==> config.mk <==
export PLATFORM = sky130hd
export DESIGN_NAME = axi_mem_slave
export DESIGN_NICKNAME = d
export VERILOG_FILES = /design/src/logic/axi_lite_pkg.sv /design/src/logic/mem_pkg.sv /design/src/logic/axi_mem_slave.sv
export SDC_FILE = /design/constraint.sdc
export NUM_CORES = 1
export LEC_CHECK = 0
export ABC_AREA = 1
export ABC_CLOCK_PERIOD_IN_PS = 800
export BUFFER_PORTS_ARGS = -buffer_cell sky130_fd_sc_hd__buf_2
export CAP_MARGIN = 20
export CORE_AREA = 8 8 88 90
export CTS_BUF_LIST = sky130_fd_sc_hd__clkbuf_4 sky130_fd_sc_hd__clkbuf_8
export CTS_CLUSTER_SIZE = 10
export DETAILED_ROUTE_END_ITERATION = 8
export DIE_AREA = 0 0 96 98
export GPL_TIMING_DRIVEN = 0
export PLACE_DENSITY = 0.64
export SYNTH_ARGS = -nofsm -noshare
export SYNTH_HDL_FRONTEND = slang
export SYNTH_SLANG_ARGS = --single-unit
==> constraint.sdc <==
create_clock -name clk -period 0.8 [get_ports clk]
set_input_delay 0 -clock clk [delete_from_list [all_inputs] [get_ports clk]]
set_output_delay 0 -clock clk [all_outputs]
set_load 0.05 [all_outputs]
==> src/logic/axi_lite_pkg.sv <==
package axi_lite_pkg;

    localparam int addr_w = 32;
    localparam int data_w = 32;
    localparam int strb_w = data_w / 8;

    // only the two codes this slave ever returns
    typedef enum logic [1:0] {
        resp_okay   = 2'b00,
        resp_slverr = 2'b10
    } axi_resp_t;

    // master to slave
    typedef struct packed {
        logic              ar_valid;
        logic [addr_w-1:0] ar_addr;
        logic [2:0]        ar_prot;
        logic              aw_valid;
        logic [addr_w-1:0] aw_addr;
        logic [2:0]        aw_prot;
        logic              w_valid;
        logic [data_w-1:0] w_data;
        logic [strb_w-1:0] w_strb;
        logic              r_ready;
        logic              b_ready;
    } axi_req_t;

    // slave to master
    typedef struct packed {
        logic              ar_ready;
        logic              aw_ready;
        logic              w_ready;
        logic              r_valid;
        logic [data_w-1:0] r_data;
        axi_resp_t         r_resp;
        logic              b_valid;
        axi_resp_t         b_resp;
    } axi_rsp_t;

endpackage

==> src/logic/mem_pkg.sv <==
package mem_pkg;

    // one state per channel, waiting for the master to take the response
    typedef enum logic {
        st_idle = 1'b0,
        st_resp = 1'b1
    } chan_state_t;

    // which master holds the slave
    typedef enum logic {
        own_m0 = 1'b0,
        own_m1 = 1'b1
    } arb_owner_t;

    // word layout of the backing store
    localparam int byte_lanes = 4;
    localparam int lane_bits  = 8;

endpackage

==> src/logic/axi_mem_slave.sv <==
module axi_mem_slave #(
    parameter int depth_words = 256,
    localparam int idx_w = $clog2(depth_words)
) (
    input  logic                                      clk,
    input  logic                                      reset,
    input  logic                                      flush,
    input  axi_lite_pkg::axi_req_t                    req,
    output axi_lite_pkg::axi_rsp_t                    rsp,
    output logic                                      mem_we,
    output logic [idx_w-1:0]                          mem_waddr,
    output logic [axi_lite_pkg::data_w-1:0]           mem_wdata,
    output logic [axi_lite_pkg::strb_w-1:0]           mem_wstrb,
    output logic                                      mem_re,
    output logic [idx_w-1:0]                          mem_raddr,
    input  logic [axi_lite_pkg::data_w-1:0]           mem_rdata
);

    mem_pkg::chan_state_t    rd_state;
    mem_pkg::chan_state_t    wr_state;
    axi_lite_pkg::axi_resp_t r_resp_q;
    axi_lite_pkg::axi_resp_t b_resp_q;

    logic [axi_lite_pkg::addr_w-1:0] ar_word;
    logic [axi_lite_pkg::addr_w-1:0] aw_word;
    logic ar_ok;
    logic aw_ok;
    logic ar_hs;
    logic wr_hs;
    logic r_done;
    logic b_done;

    // byte address to word index
    assign ar_word = req.ar_addr >> $clog2(mem_pkg::byte_lanes);
    assign aw_word = req.aw_addr >> $clog2(mem_pkg::byte_lanes);
    assign ar_ok   = ar_word < axi_lite_pkg::addr_w'(depth_words);
    assign aw_ok   = aw_word < axi_lite_pkg::addr_w'(depth_words);

    assign ar_hs  = req.ar_valid && (rd_state == mem_pkg::st_idle);
    assign wr_hs  = req.aw_valid && req.w_valid && (wr_state == mem_pkg::st_idle);
    assign r_done = (rd_state == mem_pkg::st_resp) && req.r_ready;
    assign b_done = (wr_state == mem_pkg::st_resp) && req.b_ready;

    // array is only touched for beats that land inside it
    assign mem_re    = ar_hs && ar_ok;
    assign mem_raddr = ar_word[idx_w-1:0];
    assign mem_we    = wr_hs && aw_ok;
    assign mem_waddr = aw_word[idx_w-1:0];
    assign mem_wdata = req.w_data;
    assign mem_wstrb = req.w_strb;

    always_ff @(posedge clk) begin
        if (!reset) begin
            rd_state <= mem_pkg::st_idle;
            wr_state <= mem_pkg::st_idle;
        end else begin
            // flush drops whatever read is in flight
            if (flush) begin
                rd_state <= mem_pkg::st_idle;
            end else if (ar_hs) begin
                rd_state <= mem_pkg::st_resp;
            end else if (r_done) begin
                rd_state <= mem_pkg::st_idle;
            end

            if (wr_hs) begin
                wr_state <= mem_pkg::st_resp;
            end else if (b_done) begin
                wr_state <= mem_pkg::st_idle;
            end
        end
    end

    always_ff @(posedge clk) begin
        if (ar_hs) begin
            r_resp_q <= ar_ok ? axi_lite_pkg::resp_okay : axi_lite_pkg::resp_slverr;
        end
        if (wr_hs) begin
            b_resp_q <= aw_ok ? axi_lite_pkg::resp_okay : axi_lite_pkg::resp_slverr;
        end
    end

    always_comb begin
        rsp.ar_ready = (rd_state == mem_pkg::st_idle);
        rsp.aw_ready = (wr_state == mem_pkg::st_idle);
        rsp.w_ready  = (wr_state == mem_pkg::st_idle);
        rsp.r_valid  = (rd_state == mem_pkg::st_resp);
        // error reads return zero, not the stale array output
        rsp.r_data   = (r_resp_q == axi_lite_pkg::resp_slverr) ? '0 : mem_rdata;
        rsp.r_resp   = r_resp_q;
        rsp.b_valid  = (wr_state == mem_pkg::st_resp);
        rsp.b_resp   = b_resp_q;
    end

endmodule

==> results.sh <==
export IMPL_cp_top_family="buffers and inverters"
export IMPL_fp_row_count=30
export IMPL_whs_ns=0.0207
export IMPL_vias=1617
export IMPL_crit_path_start_kind="register"
export IMPL_syn_area_um2=1020
export IMPL_hold_violations=0
export IMPL_p_leak_nw=1.55
export IMPL_finalCriticalPeriod_ns=1.16
export IMPL_postLayoutCoreUtil_pct=42.7
export IMPL_worst_ir_drop_vdd_uv=622
export IMPL_cp_max_fo=10
export IMPL_die_h_um=98
export IMPL_grt_max_degree=11
export IMPL_grt_overflow=0
export IMPL_layout_drive_gt1_share_pct=79.2
export IMPL_post_route_period_util_pct=145
export IMPL_start_util_pct=15.7
export IMPL_htreeDepth=1
export IMPL_synth_edf_count=2
export IMPL_yosys_cell_types_count=14
export IMPL_synth_seq_cells=4
export IMPL_violations="negative setup slack"
export IMPL_ant_nets=0
export IMPL_pre_cts_ws_ns=-0.347
export IMPL_path_cells="buf_6, buf_12, nor2_4, buf_6"
export IMPL_clkLatencyLatePin_ns=0.21
export IMPL_nNetsFinal=519
export IMPL_setup_slack_ns=-0.359
export IMPL_end_kind="output port"
export IMPL_first_global_vias=1794
export IMPL_yosysMostFrequentCell="nor2_1"
export IMPL_syn_inst=182
export IMPL_area_growth_pct=172
export IMPL_port_buffers=176
export IMPL_fin_area_um2=2770
export IMPL_yosysTopAreaCell="buf_4"
export IMPL_tritoncts="yes"
export IMPL_clk_path_buf_depth=2
export IMPL_clock_skew_ns=0.0000365
export IMPL_slowest_delay_ns=0.37
export IMPL_worstPathRequired_ns=0.80
export IMPL_antenna_found_initial=0
export IMPL_grt_pass1_wl_um=8520
export IMPL_ys_warn_count=0
export IMPL_core_um2=6490
export IMPL_ioPinCount=241
export IMPL_rsz0062_at_grt="true"
export IMPL_synthFlopType="edfxtp_1"
export IMPL_cts_buffers=3
export IMPL_drv_cap=0
export IMPL_slew_violations=0
export IMPL_hpwl_um=5060
export IMPL_async_reset_ff_share_pct=0
export IMPL_detailedRoute_firstPassIterationCount=4
export IMPL_hp_class="in -> reg"
export IMPL_die_area_um2=9410
export IMPL_drc=0
export IMPL_worst_path_buf_inv=3
export IMPL_yosysSeqAreaShare_pct=9.82
export IMPL_routabilityCongestion=0.762
export IMPL_crit_type="reg -> out"
export IMPL_cts_root_buf="clkbuf_8"
export IMPL_finalSetupViolations=43
export IMPL_outcome="finished with violations"
export IMPL_fmax_mhz=863
export IMPL_cts_sinks=4
export IMPL_n_antenna_cell=0
export IMPL_cellPowerDensity_nw_per_um2=909
export IMPL_cp_common_cell="buf_6"
export IMPL_netlist_top_cells_count="nor2_1, buf_4, inv_1, nand2_1, nor2_2"
export IMPL_finalSetupTns_ns=-12.74
export IMPL_wl_per_cell_um=12.5
export IMPL_avgSynthCellArea_um2=5.60
export IMPL_yosysTopAreaCellShare_pct=42.0
export IMPL_totalWireLength_um=5640
export IMPL_arrival_ns=1.16
export IMPL_viasPerCell=3.59
export IMPL_dr_first_iter_drc_count=14
export IMPL_netlist_top_cells_area="buf_4, nor2_1, inv_1, edfxtp_1, nand2_1"
export IMPL_slowest_stage="edfxtp_1"
export IMPL_clk_pin_slew_ns=0.03
export IMPL_track_usage_pct=10.9
export IMPL_die_x_um=96
export IMPL_place_area_um2=2300
-- area by class of cell --
class / instances / area [µm²]
fill: 633 / 3720
multi-input combinational: 83 / 619
tap: 80 / 100
buffer: 58 / 477
clock buffer: 3 / 41.3
timing repair buffer: 187 / 1290
inverter: 36 / 143
sequential: 4 / 105
-- kinds of logic (layout without fill, tap and decap cells) --
group / Yosys count / in the layout / synth area share, %
DFF: 4 / 4 / 9.82
and+or+nand+nor: 79 / 79 / 31.9
other: 1 / 2 / 0.368
buffers and inverters: 96 / 284 / 56.7
AOI/OAI and AO/OA: 2 / 2 / 1.23
-- placed cells by master, fill, tap and decap left out, drive strengths merged --
cell	netlist	routed
nand2	12	12
inv	36	34
nor2	62	62
or2	2	2
dlygate4sd3	0	1
o21ai	1	1
o21a	1	1
edfxtp	2	2
clkbuf	0	3
dfxtp	2	2
buf	60	244
nand3	3	3
clkinvlp	0	2
conb	1	2
-- what timing repair did --
action / 4_1_cts / 5_1_grt
setup buffers: 6 / 4
pin swaps: 2 / 3
hold buffers: 1 / 0
endpoints found under the setup margin: 45 / 44
hold endpoints to repair: 1 / 0
resized for setup: 99 / 12
-- per-stage QoR --
step / cells / power [mW]
after floorplan: 183 / 1.50
after global placement: 439 / 1.91
after detailed placement: 439 / 1.92
after CTS: 449 / 2.52
after global routing: 451 / 2.63
final: 451 / 2.52
-- flip-flops by register name, indices dropped and copies added (netlist names) --
| name | flops |
|---|---|
| b_resp_q | 1 |
| r_resp_q | 1 |
| rd_state | 1 |
| wr_state | 1 |
-- worst reg2reg max path: cells and delay by family (launching register included) --
| kind | cells | cell delay (ns) |
|---|---|---|
| buffers and inverters | 3 | 0.25 |
| flip-flops | 1 | 0.34 |
| AND/OR/NAND/NOR | 1 | 0.08 |
-- worst paths after layout --
kind / slack [ns] / end / cells after the start / from
worst min register to register: 0.71 / wr_state / 3 / wr_state
worst max register to register: -0.15 / r_resp_q[1] / 4 / rd_state
worst min-delay path: 0.02 / wr_state / 2 / reset
worst max-delay path: -0.36 / rsp[7] / 4 / r_resp_q[1]
-- layer usage --
metal | part of all wire [%] | track usage [%] | vias up
met3 | 8.2 | 2.61 | 8
met2 | 59 | 22.3 | 83
met1 | 31 | 10.0 | 693
met4 | 1.6 | 2.49 | 0
li1 | - | - | 833
met5 | 0 | 0 | -
-- power breakdown --
part / internal, mW / switching (mW)
sequential: 0.225 / 0.00700
combinational: 0.704 / 1.16
clock: 0.321 / 0.103
total: 1.25 / 1.27
Note: power is estimated with default switching activity, not from simulation.
