### src/logic/axi_lite_pkg.sv
package axi_lite_pkg;

    localparam int addr_w = 32;
    localparam int data_w = 32;
    localparam int strb_w = data_w / 8;

    // only the two codes this slave ever returns
    typedef enum logic [1:0] {
        resp_okay   = 2'b00,
        resp_slverr = 2'b10
    } axi_resp_t;

    // master to slave
    typedef struct packed {
        logic              ar_valid;
        logic [addr_w-1:0] ar_addr;
        logic [2:0]        ar_prot;
        logic              aw_valid;
        logic [addr_w-1:0] aw_addr;
        logic [2:0]        aw_prot;
        logic              w_valid;
        logic [data_w-1:0] w_data;
        logic [strb_w-1:0] w_strb;
        logic              r_ready;
        logic              b_ready;
    } axi_req_t;

    // slave to master
    typedef struct packed {
        logic              ar_ready;
        logic              aw_ready;
        logic              w_ready;
        logic              r_valid;
        logic [data_w-1:0] r_data;
        axi_resp_t         r_resp;
        logic              b_valid;
        axi_resp_t         b_resp;
    } axi_rsp_t;

endpackage

### src/logic/mem_pkg.sv
package mem_pkg;

    // one state per channel, waiting for the master to take the response
    typedef enum logic {
        st_idle = 1'b0,
        st_resp = 1'b1
    } chan_state_t;

    // which master holds the slave
    typedef enum logic {
        own_m0 = 1'b0,
        own_m1 = 1'b1
    } arb_owner_t;

    // word layout of the backing store
    localparam int byte_lanes = 4;
    localparam int lane_bits  = 8;

endpackage

### src/logic/axi_lite_arbiter.sv
module axi_lite_arbiter (
    input  logic                   clk,
    input  logic                   reset,
    input  axi_lite_pkg::axi_req_t m0_req,
    input  axi_lite_pkg::axi_req_t m1_req,
    output axi_lite_pkg::axi_rsp_t m0_rsp,
    output axi_lite_pkg::axi_rsp_t m1_rsp,
    output axi_lite_pkg::axi_req_t s_req,
    input  axi_lite_pkg::axi_rsp_t s_rsp
);

    mem_pkg::arb_owner_t last_q;
    mem_pkg::arb_owner_t grant;
    logic busy_q;
    logic grant_valid;
    logic m0_want;
    logic m1_want;
    logic slave_idle;
    logic locked;
    logic accept;

    assign m0_want = m0_req.ar_valid || (m0_req.aw_valid && m0_req.w_valid);
    assign m1_want = m1_req.ar_valid || (m1_req.aw_valid && m1_req.w_valid);

    // slave readies depend on its state only, so no loop through here
    assign slave_idle = s_rsp.ar_ready && s_rsp.aw_ready;
    assign locked     = busy_q && !slave_idle;

    always_comb begin
        grant       = last_q;
        grant_valid = 1'b1;
        if (locked) begin
            grant = last_q;
        end else if (m0_want && m1_want) begin
            // contested, hand over to the other side
            grant = (last_q == mem_pkg::own_m0) ? mem_pkg::own_m1 : mem_pkg::own_m0;
        end else if (m0_want) begin
            grant = mem_pkg::own_m0;
        end else if (m1_want) begin
            grant = mem_pkg::own_m1;
        end else begin
            grant_valid = 1'b0;
        end
    end

    always_comb begin
        s_req  = '0;
        m0_rsp = '0;
        m1_rsp = '0;
        if (grant_valid) begin
            if (grant == mem_pkg::own_m0) begin
                s_req  = m0_req;
                m0_rsp = s_rsp;
            end else begin
                s_req  = m1_req;
                m1_rsp = s_rsp;
            end
        end
    end

    assign accept = (s_req.ar_valid && s_rsp.ar_ready) ||
                    (s_req.aw_valid && s_req.w_valid && s_rsp.aw_ready);

    always_ff @(posedge clk) begin
        if (!reset) begin
            // so the first contest goes to m0
            last_q <= mem_pkg::own_m1;
            busy_q <= 1'b0;
        end else if (grant_valid && accept) begin
            last_q <= grant;
            busy_q <= 1'b1;
        end else if (slave_idle) begin
            busy_q <= 1'b0;
        end
    end

endmodule

### config.mk
export PLATFORM = sky130hd
export DESIGN_NAME = axi_lite_arbiter
export DESIGN_NICKNAME = d
export VERILOG_FILES = /design/src/logic/axi_lite_pkg.sv /design/src/logic/mem_pkg.sv /design/src/logic/axi_lite_arbiter.sv
export SDC_FILE = /design/constraint.sdc
export NUM_CORES = 1
export LEC_CHECK = 0
export BUFFER_PORTS_ARGS = -buffer_cell sky130_fd_sc_hd__buf_2
export CAP_MARGIN = 15
export CORE_AREA = 2 2 177 179
export CTS_BUF_LIST = sky130_fd_sc_hd__clkbuf_8
export CTS_CLUSTER_SIZE = 25
export DETAILED_ROUTE_END_ITERATION = 7
export DIE_AREA = 0 0 179 181
export PLACE_DENSITY = 0.42
export SLEW_MARGIN = 20
export SYNTH_ARGS = -nofsm -noshare
export SYNTH_HDL_FRONTEND = slang
export SYNTH_SLANG_ARGS = --single-unit
### constraint.sdc
create_clock -name clk -period 4.8 [get_ports clk]
set_input_delay 0.72 -clock clk [delete_from_list [all_inputs] [get_ports clk]]
set_output_delay 0.72 -clock clk [all_outputs]
set_load 0.01 [all_outputs]
==> reports/qor.json, run 1 <==
{
  "synthDistinctLibCells": 29,
  "p_total_mw": 1.34,
  "layout.core_utilization_pct": 16.8,
  "die_width_um": 179,
  "detailedRoute.firstPassIterationCount": 4,
  "r2r_start": "busy_q",
  "post_route_cells_drive_above_1_share_pct": 49.3,
  "cp-start-kind": "primary input",
  "most_used_routing_layer_in_global_routing": "met2",
  "h-tree-depth": 1,
  "max_slew_margin_pct": 42.4,
  "cts_resized": 0,
  "most_frequent_cells_in_the_layout": "buf_2, nand2_1, a21oi_1",
  "fmax_mhz": 291,
  "setup.worst_path.end_class": "output port",
  "route.detailed.vias_per_inst": 3.72,
  "commonest_non_fill_non_tap_cell_in_the_layout": "buf_2",
  "cts_root_buffer": "clkbuf_8",
  "grt_max_degree": 80,
  "first_iter_violations": 210,
  "ys_seq_area_share_pct": 1.69,
  "worst_ep_required_time_ns": 4.08,
  "final_cell_area_sq_um": 5090,
  "global_route_wire_length_before_repair_um": 25500,
  "placed_insts": 1348,
  "remaining_drc_errors": 0,
  "multi_input_area_sq_um": 2120,
  "die-height_um": 181,
  "setup_total_negative_slack_ns": 0,
  "weighted_congestion_at_the_end_of_routability_driven_global_placement": 0.819,
  "number_of_global_route_vias_before_repair": 4532,
  "die_area_sq_um": 32400,
  "min-delay-start": "reset",
  "port-buffer-count": 457,
  "worst_setup_path_startpoint": "s_rsp[40]",
  "yosys_warnings": 0,
  "worstHoldPathType": "in -> reg",
  "post-cts-setup-buffer-count": 0,
  "clk_pin_slew_ns": 0.03,
  "cts_tree": "built",
  "netlist_area_sq_um": 2370,
  "number_of_antenna_violations_at_the_first_check_in_global_routing": 1,
  "post_synth.cell_area_avg_sq_um": 4.40,
  "timing.final.crit_period_ns": 3.44,
  "rows": 64,
  "p_leak_nw": 3.11,
  "sink_count_of_the_clock_tree": 2,
  "slew_violations": 0,
  "ir_worst_vdd_v": 0.000217,
  "ff_latch_area_sq_um": 40.0,
  "route.antenna.remaining_nets": 0,
  "timing.setup.critical_path_class": "in -> out",
  "grt.total_usage_pct": 9.95,
  "num_vias": 5027,
  "wl_per_cell_um": 13.6,
  "rsz0062_at_grt": "false",
  "outcome": "finished clean",
  "routed_wirelength_um": 18300,
  "setup_violations": 0,
  "core_area_sq_um": 30300,
  "gr-total-overflow": 0,
  "worst-slew-pin-transition_ns": 0.862,
  "critical_path_peak_fanout": 23,
  "starting_density_pct": 7.81,
  "arrival_ns": 2.72,
  "finalNetCount": 1222,
  "drv.max_cap_violation_count": 0,
  "place.detailed.hpwl_um": 15300,
  "instance_count_of_the_mapped_netlist": 538,
  "finalHoldViolations": 0,
  "cts_made_buffers": 3,
  "global_route.usage.met1_pct": 11.7,
  "cellPowerDensity_nw_per_um2": 262,
  "groute.layer.met3.usage_pct": 1.28,
  "detailed_place.area_sq_um": 5050,
  "finalNonFillerCells": 1351,
  "hold_buffers": 0,
  "postSynthRegisterBits": 2,
  "global_route.usage.met2_pct": 19.4,
  "clockBufferDepth": 2,
  "insertedDiodeCount": 0,
  "final.period_utilization_pct": 71.7,
  "clk-insertion-delay-late_ns": 0.21,
  "layout.filler_cells": 3588,
  "finClkSkew_ns": 0.00361,
  "synth_nets": 803,
  "i_o_pin_total": 458,
  "synthToLayoutAreaGrowth_pct": 115
}
==> sequential cells by signal, indices dropped and copies added (netlist names) <==
register,flops
busy_q,1
last_q,1
==> critical path: stages <==
cell	delay, ns
buf_2	0.16
a21bo_1	0.32
nand3_1	0.68
buf_4	0.47
nand2_1	0.16
nor2_1	0.05
buf_2	0.15
==> report_power, final <==
| group | internal, mW | switching (mW) |
|---|---|---|
| clock | 0.0530 | 0.0135 |
| sequential | 0.0198 | 0.00571 |
| combinational | 0.489 | 0.756 |
| total | 0.562 | 0.775 |
==> area by class of cell <==
cell class | count | share of cell area (%)
multi-input cells | 483 | 41.6
inverters | 3 | 0.221
flip-flops and latches | 2 | 0.786
clock buffers | 3 | 0.810
repair buffers | 464 | 46.9
well taps | 396 | 9.72
==> metal layers <==
| layer | part of all wire [%] | vias to the layer above | routed length (um) |
|---|---|---|---|
| met1 | 39 | 2190 | 7240 |
| li1 | - | 2561 | - |
| met4 | 0.67 | 0 | 123 |
| met3 | 8.6 | 10 | 1580 |
| met5 | 0 | - | 0 |
| met2 | 51 | 266 | 9410 |
==> path summary, 6_finish.rpt <==
kind | to | slack (ns) | cells past startpoint
worst min register to register | last_q | 0.85 | 3
worst max-delay path | m1_rsp[6] | 1.36 | 7
worst min-delay path | last_q | 0.71 | 2
worst max register to register | busy_q | 3.00 | 5
==> Yosys cell counts (all sizes together) <==
cell / n / area (sq um)
nor3: 1 / 10.0
inv: 3 / 11.3
o211ai: 1 / 12.5
a221o: 1 / 10.0
o221a: 1 / 11.3
nor2: 79 / 297
a31oi: 2 / 12.5
a21o: 3 / 22.5
a21boi: 3 / 22.5
a22oi: 1 / 7.51
o22a: 2 / 17.5
o21a: 3 / 22.5
nand2: 256 / 961
o21ai: 4 / 23.8
dfxtp: 2 / 40.0
and2: 1 / 6.26
a21oi: 113 / 566
nand3: 2 / 10.0
clkbuf: 25 / 93.8
buf: 25 / 129
a311o: 1 / 10.0
and3: 4 / 25.0
mux2i: 3 / 30.0
a2bb2oi: 1 / 8.76
a21bo: 1 / 10.0
==> per-stage QoR <==
step	hold slack (ns)	setup slack, ns
after detailed placement	0.847	1.31
after global placement	0.868	1.36
after global routing	0.717	1.12
final	0.706	1.36
after CTS	0.709	1.31
after floorplan	0.709	2.11
==> logic make-up after synthesis <==
family / count (synthesis) / share of synthesized area (%)
simple gates: 343 / 55.2
buf+inv: 53 / 9.87
mux: 3 / 1.27
compound gates: 137 / 31.9
flops: 2 / 1.69
Note: power is estimated with default switching activity, not from simulation.
==> run 2, diff against run 1 <==
--- a/config.mk
+++ b/config.mk
@@ -7,11 +7,11 @@
 export LEC_CHECK = 0
 export BUFFER_PORTS_ARGS = -buffer_cell sky130_fd_sc_hd__buf_2
 export CAP_MARGIN = 15
-export CORE_AREA = 2 2 177 179
+export CORE_AREA = 2 2 178 180
 export CTS_BUF_LIST = sky130_fd_sc_hd__clkbuf_8
 export CTS_CLUSTER_SIZE = 25
 export DETAILED_ROUTE_END_ITERATION = 7
-export DIE_AREA = 0 0 179 181
+export DIE_AREA = 0 0 180 182
 export PLACE_DENSITY = 0.42
 export SLEW_MARGIN = 20
 export SYNTH_ARGS = -nofsm -noshare
==> constraint.sdc (replaced) <==
create_clock -name clk -period 2.8 [get_ports clk]
set_input_delay 0.42 -clock clk [delete_from_list [all_inputs] [get_ports clk]]
set_output_delay 0.42 -clock clk [all_outputs]
set_load 0.01 [all_outputs]
==> reports/qor.json, run 2 (synthesis results as in run 1) <==
{
  "worstHoldPathType": {"value": "in -> reg", "change": "unchanged"},
  "commonest_non_fill_non_tap_cell_in_the_layout": {"value": "buf_2", "change": "unchanged"},
  "grt.total_usage": {"value": 8.69, "unit": "%", "change": "was 9.95%"},
  "global_route_wire_length_before_repair": {"value": 23800, "unit": "um", "change": "was 25500 um"},
  "wl_per_cell": {"value": 11.8, "unit": "um", "change": "was 13.6 um"},
  "worst_setup_path_startpoint": {"value": "busy_q", "change": "was s_rsp[40]"},
  "fmax_mhz": 385,
  "p_leak": {"value": 3.19, "unit": "nW", "change": "was 3.11 nW"},
  "core_area": {"value": 31000, "unit": "sq um", "change": "was 30300 sq um"},
  "most_frequent_cells_in_the_layout": {"value": "buf_2, nand2_1, a21oi_1", "change": "unchanged"},
  "synthToLayoutAreaGrowth": {"value": 122, "unit": "%", "change": "was 115%"},
  "port-buffer-count": {"value": 457, "change": "unchanged"},
  "post_route_cells_drive_above_1_share": {"value": 50.2, "unit": "%", "change": "was 49.3%"},
  "setup.worst_path.end_class": {"value": "output port", "change": "unchanged"},
  "cts_root_buffer": {"value": "clkbuf_8", "change": "unchanged"},
  "ir_worst_vdd": {"value": 0.000216, "unit": "V", "change": "was 0.000217 V"},
  "cp_cell_sequence": {"value": "a21boi_1 -> nor2_1 -> o21ai_4 -> buf_12 -> buf_12 -> nand2_1 -> a21oi_1 -> buf_2", "change": "was buf_2 -> a21bo_1 -> nand3_1 -> buf_4 -> nand2_1 -> nor2_1 -> buf_2"},
  "outcome": {"value": "finished clean", "change": "unchanged"},
  "die_area": {"value": 32800, "unit": "sq um", "change": "was 32400 sq um"},
  "clk_pin_slew": {"value": 0.03, "unit": "ns", "change": "about the same"},
  "route.detailed.vias_per_inst": {"value": 3.69, "change": "was 3.72"},
  "worst-slew-pin-transition": {"value": 0.406, "unit": "ns", "change": "was 0.862 ns"},
  "finalHoldViolations": {"value": 0, "change": "unchanged"},
  "placed_insts": {"value": 1369, "change": "was 1348"},
  "detailed_place.area": {"value": 5220, "unit": "sq um", "change": "was 5050 sq um"},
  "r2r_start": {"value": "busy_q", "change": "unchanged"},
  "arrival": {"value": 2.18, "unit": "ns", "change": "was 2.72 ns"},
  "cts_tree": {"value": "built", "change": "unchanged"},
  "number_of_global_route_vias_before_repair": {"value": 4558, "change": "was 4532"},
  "place.detailed.hpwl": {"value": 13500, "unit": "um", "change": "was 15300 um"},
  "detailedRoute.firstPassIterationCount": {"value": 4, "change": "unchanged"},
  "setup_total_negative_slack": {"value": 0, "unit": "ns", "change": "unchanged"},
  "critical_path_peak_fanout": {"value": 38, "change": "was 23"},
  "grt_max_degree": {"value": 75, "change": "was 80"},
  "cts_made_buffers": {"value": 3, "change": "unchanged"},
  "cp_common_cell": {"value": "buf_12", "change": "was buf_2"},
  "worst_ep_required_time": {"value": 2.38, "unit": "ns", "change": "was 4.08 ns"},
  "route.antenna.remaining_nets": {"value": 0, "change": "unchanged"},
  "clockBufferDepth": {"value": 2, "change": "unchanged"},
  "clk-insertion-delay-late": {"value": 0.21, "unit": "ns", "change": "about the same"},
  "sink_count_of_the_clock_tree": {"value": 2, "change": "unchanged"},
  "setup_violations": {"value": 0, "change": "unchanged"},
  "final_cell_area": {"value": 5260, "unit": "sq um", "change": "was 5090 sq um"},
  "post-cts-setup-buffer-count": {"value": 0, "change": "unchanged"},
  "timing.setup.critical_path_class": {"value": "reg -> out", "change": "was in -> out"},
  "weighted_congestion_at_the_end_of_routability_driven_global_placement": {"value": 0.776, "change": "was 0.819"},
  "min-delay-start": {"value": "reset", "change": "unchanged"},
  "die_width": {"value": 180, "unit": "um", "change": "was 179 um"},
  "slew_violations": {"value": 0, "change": "unchanged"},
  "final.period_utilization_pct": 92.7,
  "finalNetCount": {"value": 1237, "change": "was 1222"},
  "drv.max_cap_violation_count": {"value": 0, "change": "unchanged"},
  "h-tree-depth": {"value": 1, "change": "unchanged"},
  "starting_density": {"value": 7.65, "unit": "%", "change": "was 7.81%"},
  "max_slew_margin": {"value": 72.9, "unit": "%", "change": "was 42.4%"},
  "die-height": {"value": 182, "unit": "um", "change": "was 181 um"},
  "rsz0062_at_grt": {"value": "false", "change": "unchanged"},
  "i_o_pin_total": {"value": 458, "change": "unchanged"},
  "routed_wirelength": {"value": 16300, "unit": "um", "change": "was 18300 um"},
  "number_of_antenna_violations_at_the_first_check_in_global_routing": {"value": 1, "change": "unchanged"},
  "finalNonFillerCells": {"value": 1373, "change": "was 1351"},
  "timing.final.crit_period_ns": 2.60,
  "remaining_drc_errors": {"value": 0, "change": "unchanged"},
  "gr-total-overflow": {"value": 0, "change": "unchanged"},
  "cts_resized": {"value": 0, "change": "unchanged"},
  "num_vias": {"value": 5071, "change": "was 5027"},
  "rows": {"value": 65, "change": "was 64"},
  "cp-start-kind": {"value": "register", "change": "was primary input"},
  "crit_slowest_cell": {"value": "a21boi_1", "change": "was nand3_1"},
  "cpPeakStageDelay": {"value": 0.38, "unit": "ns", "change": "was 0.68 ns"},
  "finClkSkew": {"value": 0.00319, "unit": "ns", "change": "was 0.00361 ns"},
  "reg_top3": {"value": "busy_q: 1 flops, last_q: 1 flops", "change": "unchanged"},
  "hold_buffers": {"value": 0, "change": "unchanged"},
  "cellPowerDensity": {"value": 444, "unit": "nW/um^2", "change": "was 262 nW/um^2"},
  "first_iter_violations": {"value": 188, "change": "was 210"}
}
==> run 2: cell count changes in the layout (fill, tap and decap cells not counted), sizes merged <==
cell   previous run  this run
buf             464       479
diode             0         1
==> run 2: through the flow <==
step	setup WS, ns	hold slack [ns]	total power, mW	utilization [%]
floorplan	0.706	0.485	1.22	-
global placement	0.248	0.610	2.25	16.8
detailed placement	0.215	0.617	2.24	16.8
CTS	0.206	0.397	2.36	17.0
global route	0.0165	0.398	2.57	17.0
finish	0.203	0.404	2.33	17.0
==> run 2: routing by layer <==
layer  vias to the layer above  GRT usage (%)  routed length (um)
met3                        10           1.56                1260
met1                      2228           11.0                6700
met5                         -              0                   0
met2                       241           15.6                8140
li1                       2592              -                   -
met4                         0           1.30                 161
==> run 2: path summary, 6_finish.rpt <==
path	end	slack, ns	depth (start not counted)
setup reg to reg	last_q	0.97	6
hold reg to reg	busy_q	0.81	3
hold / removal	last_q	0.40	2
setup / recovery	s_req[62]	0.20	8
==> run 2: area by class of cell <==
type                    count  area [sq um]
well taps                 402           503
clock buffers               3          41.3
flip-flops and latches      2          40.0
repair buffers            479          2540
inverters                   3          11.3
fillers                  3683         25700
multi-input cells         483          2120
diodes                      1          2.50
==> run 2: power breakdown <==
| part | switching [mW] | internal, mW |
|---|---|---|
| Clock | 0.0241 | 0.0910 |
| Combinational | 1.26 | 0.915 |
| Sequential | 0.0103 | 0.0340 |
==> run 2: worst max-delay path, delay by kind of cell, from the launching register on <==
family / cells / cell delay (ns)
AOI/OAI and AO/OA: 3 / 0.76
DFF: 1 / 0.33
buffers and inverters: 3 / 0.58
and+or+nand+nor: 2 / 0.24
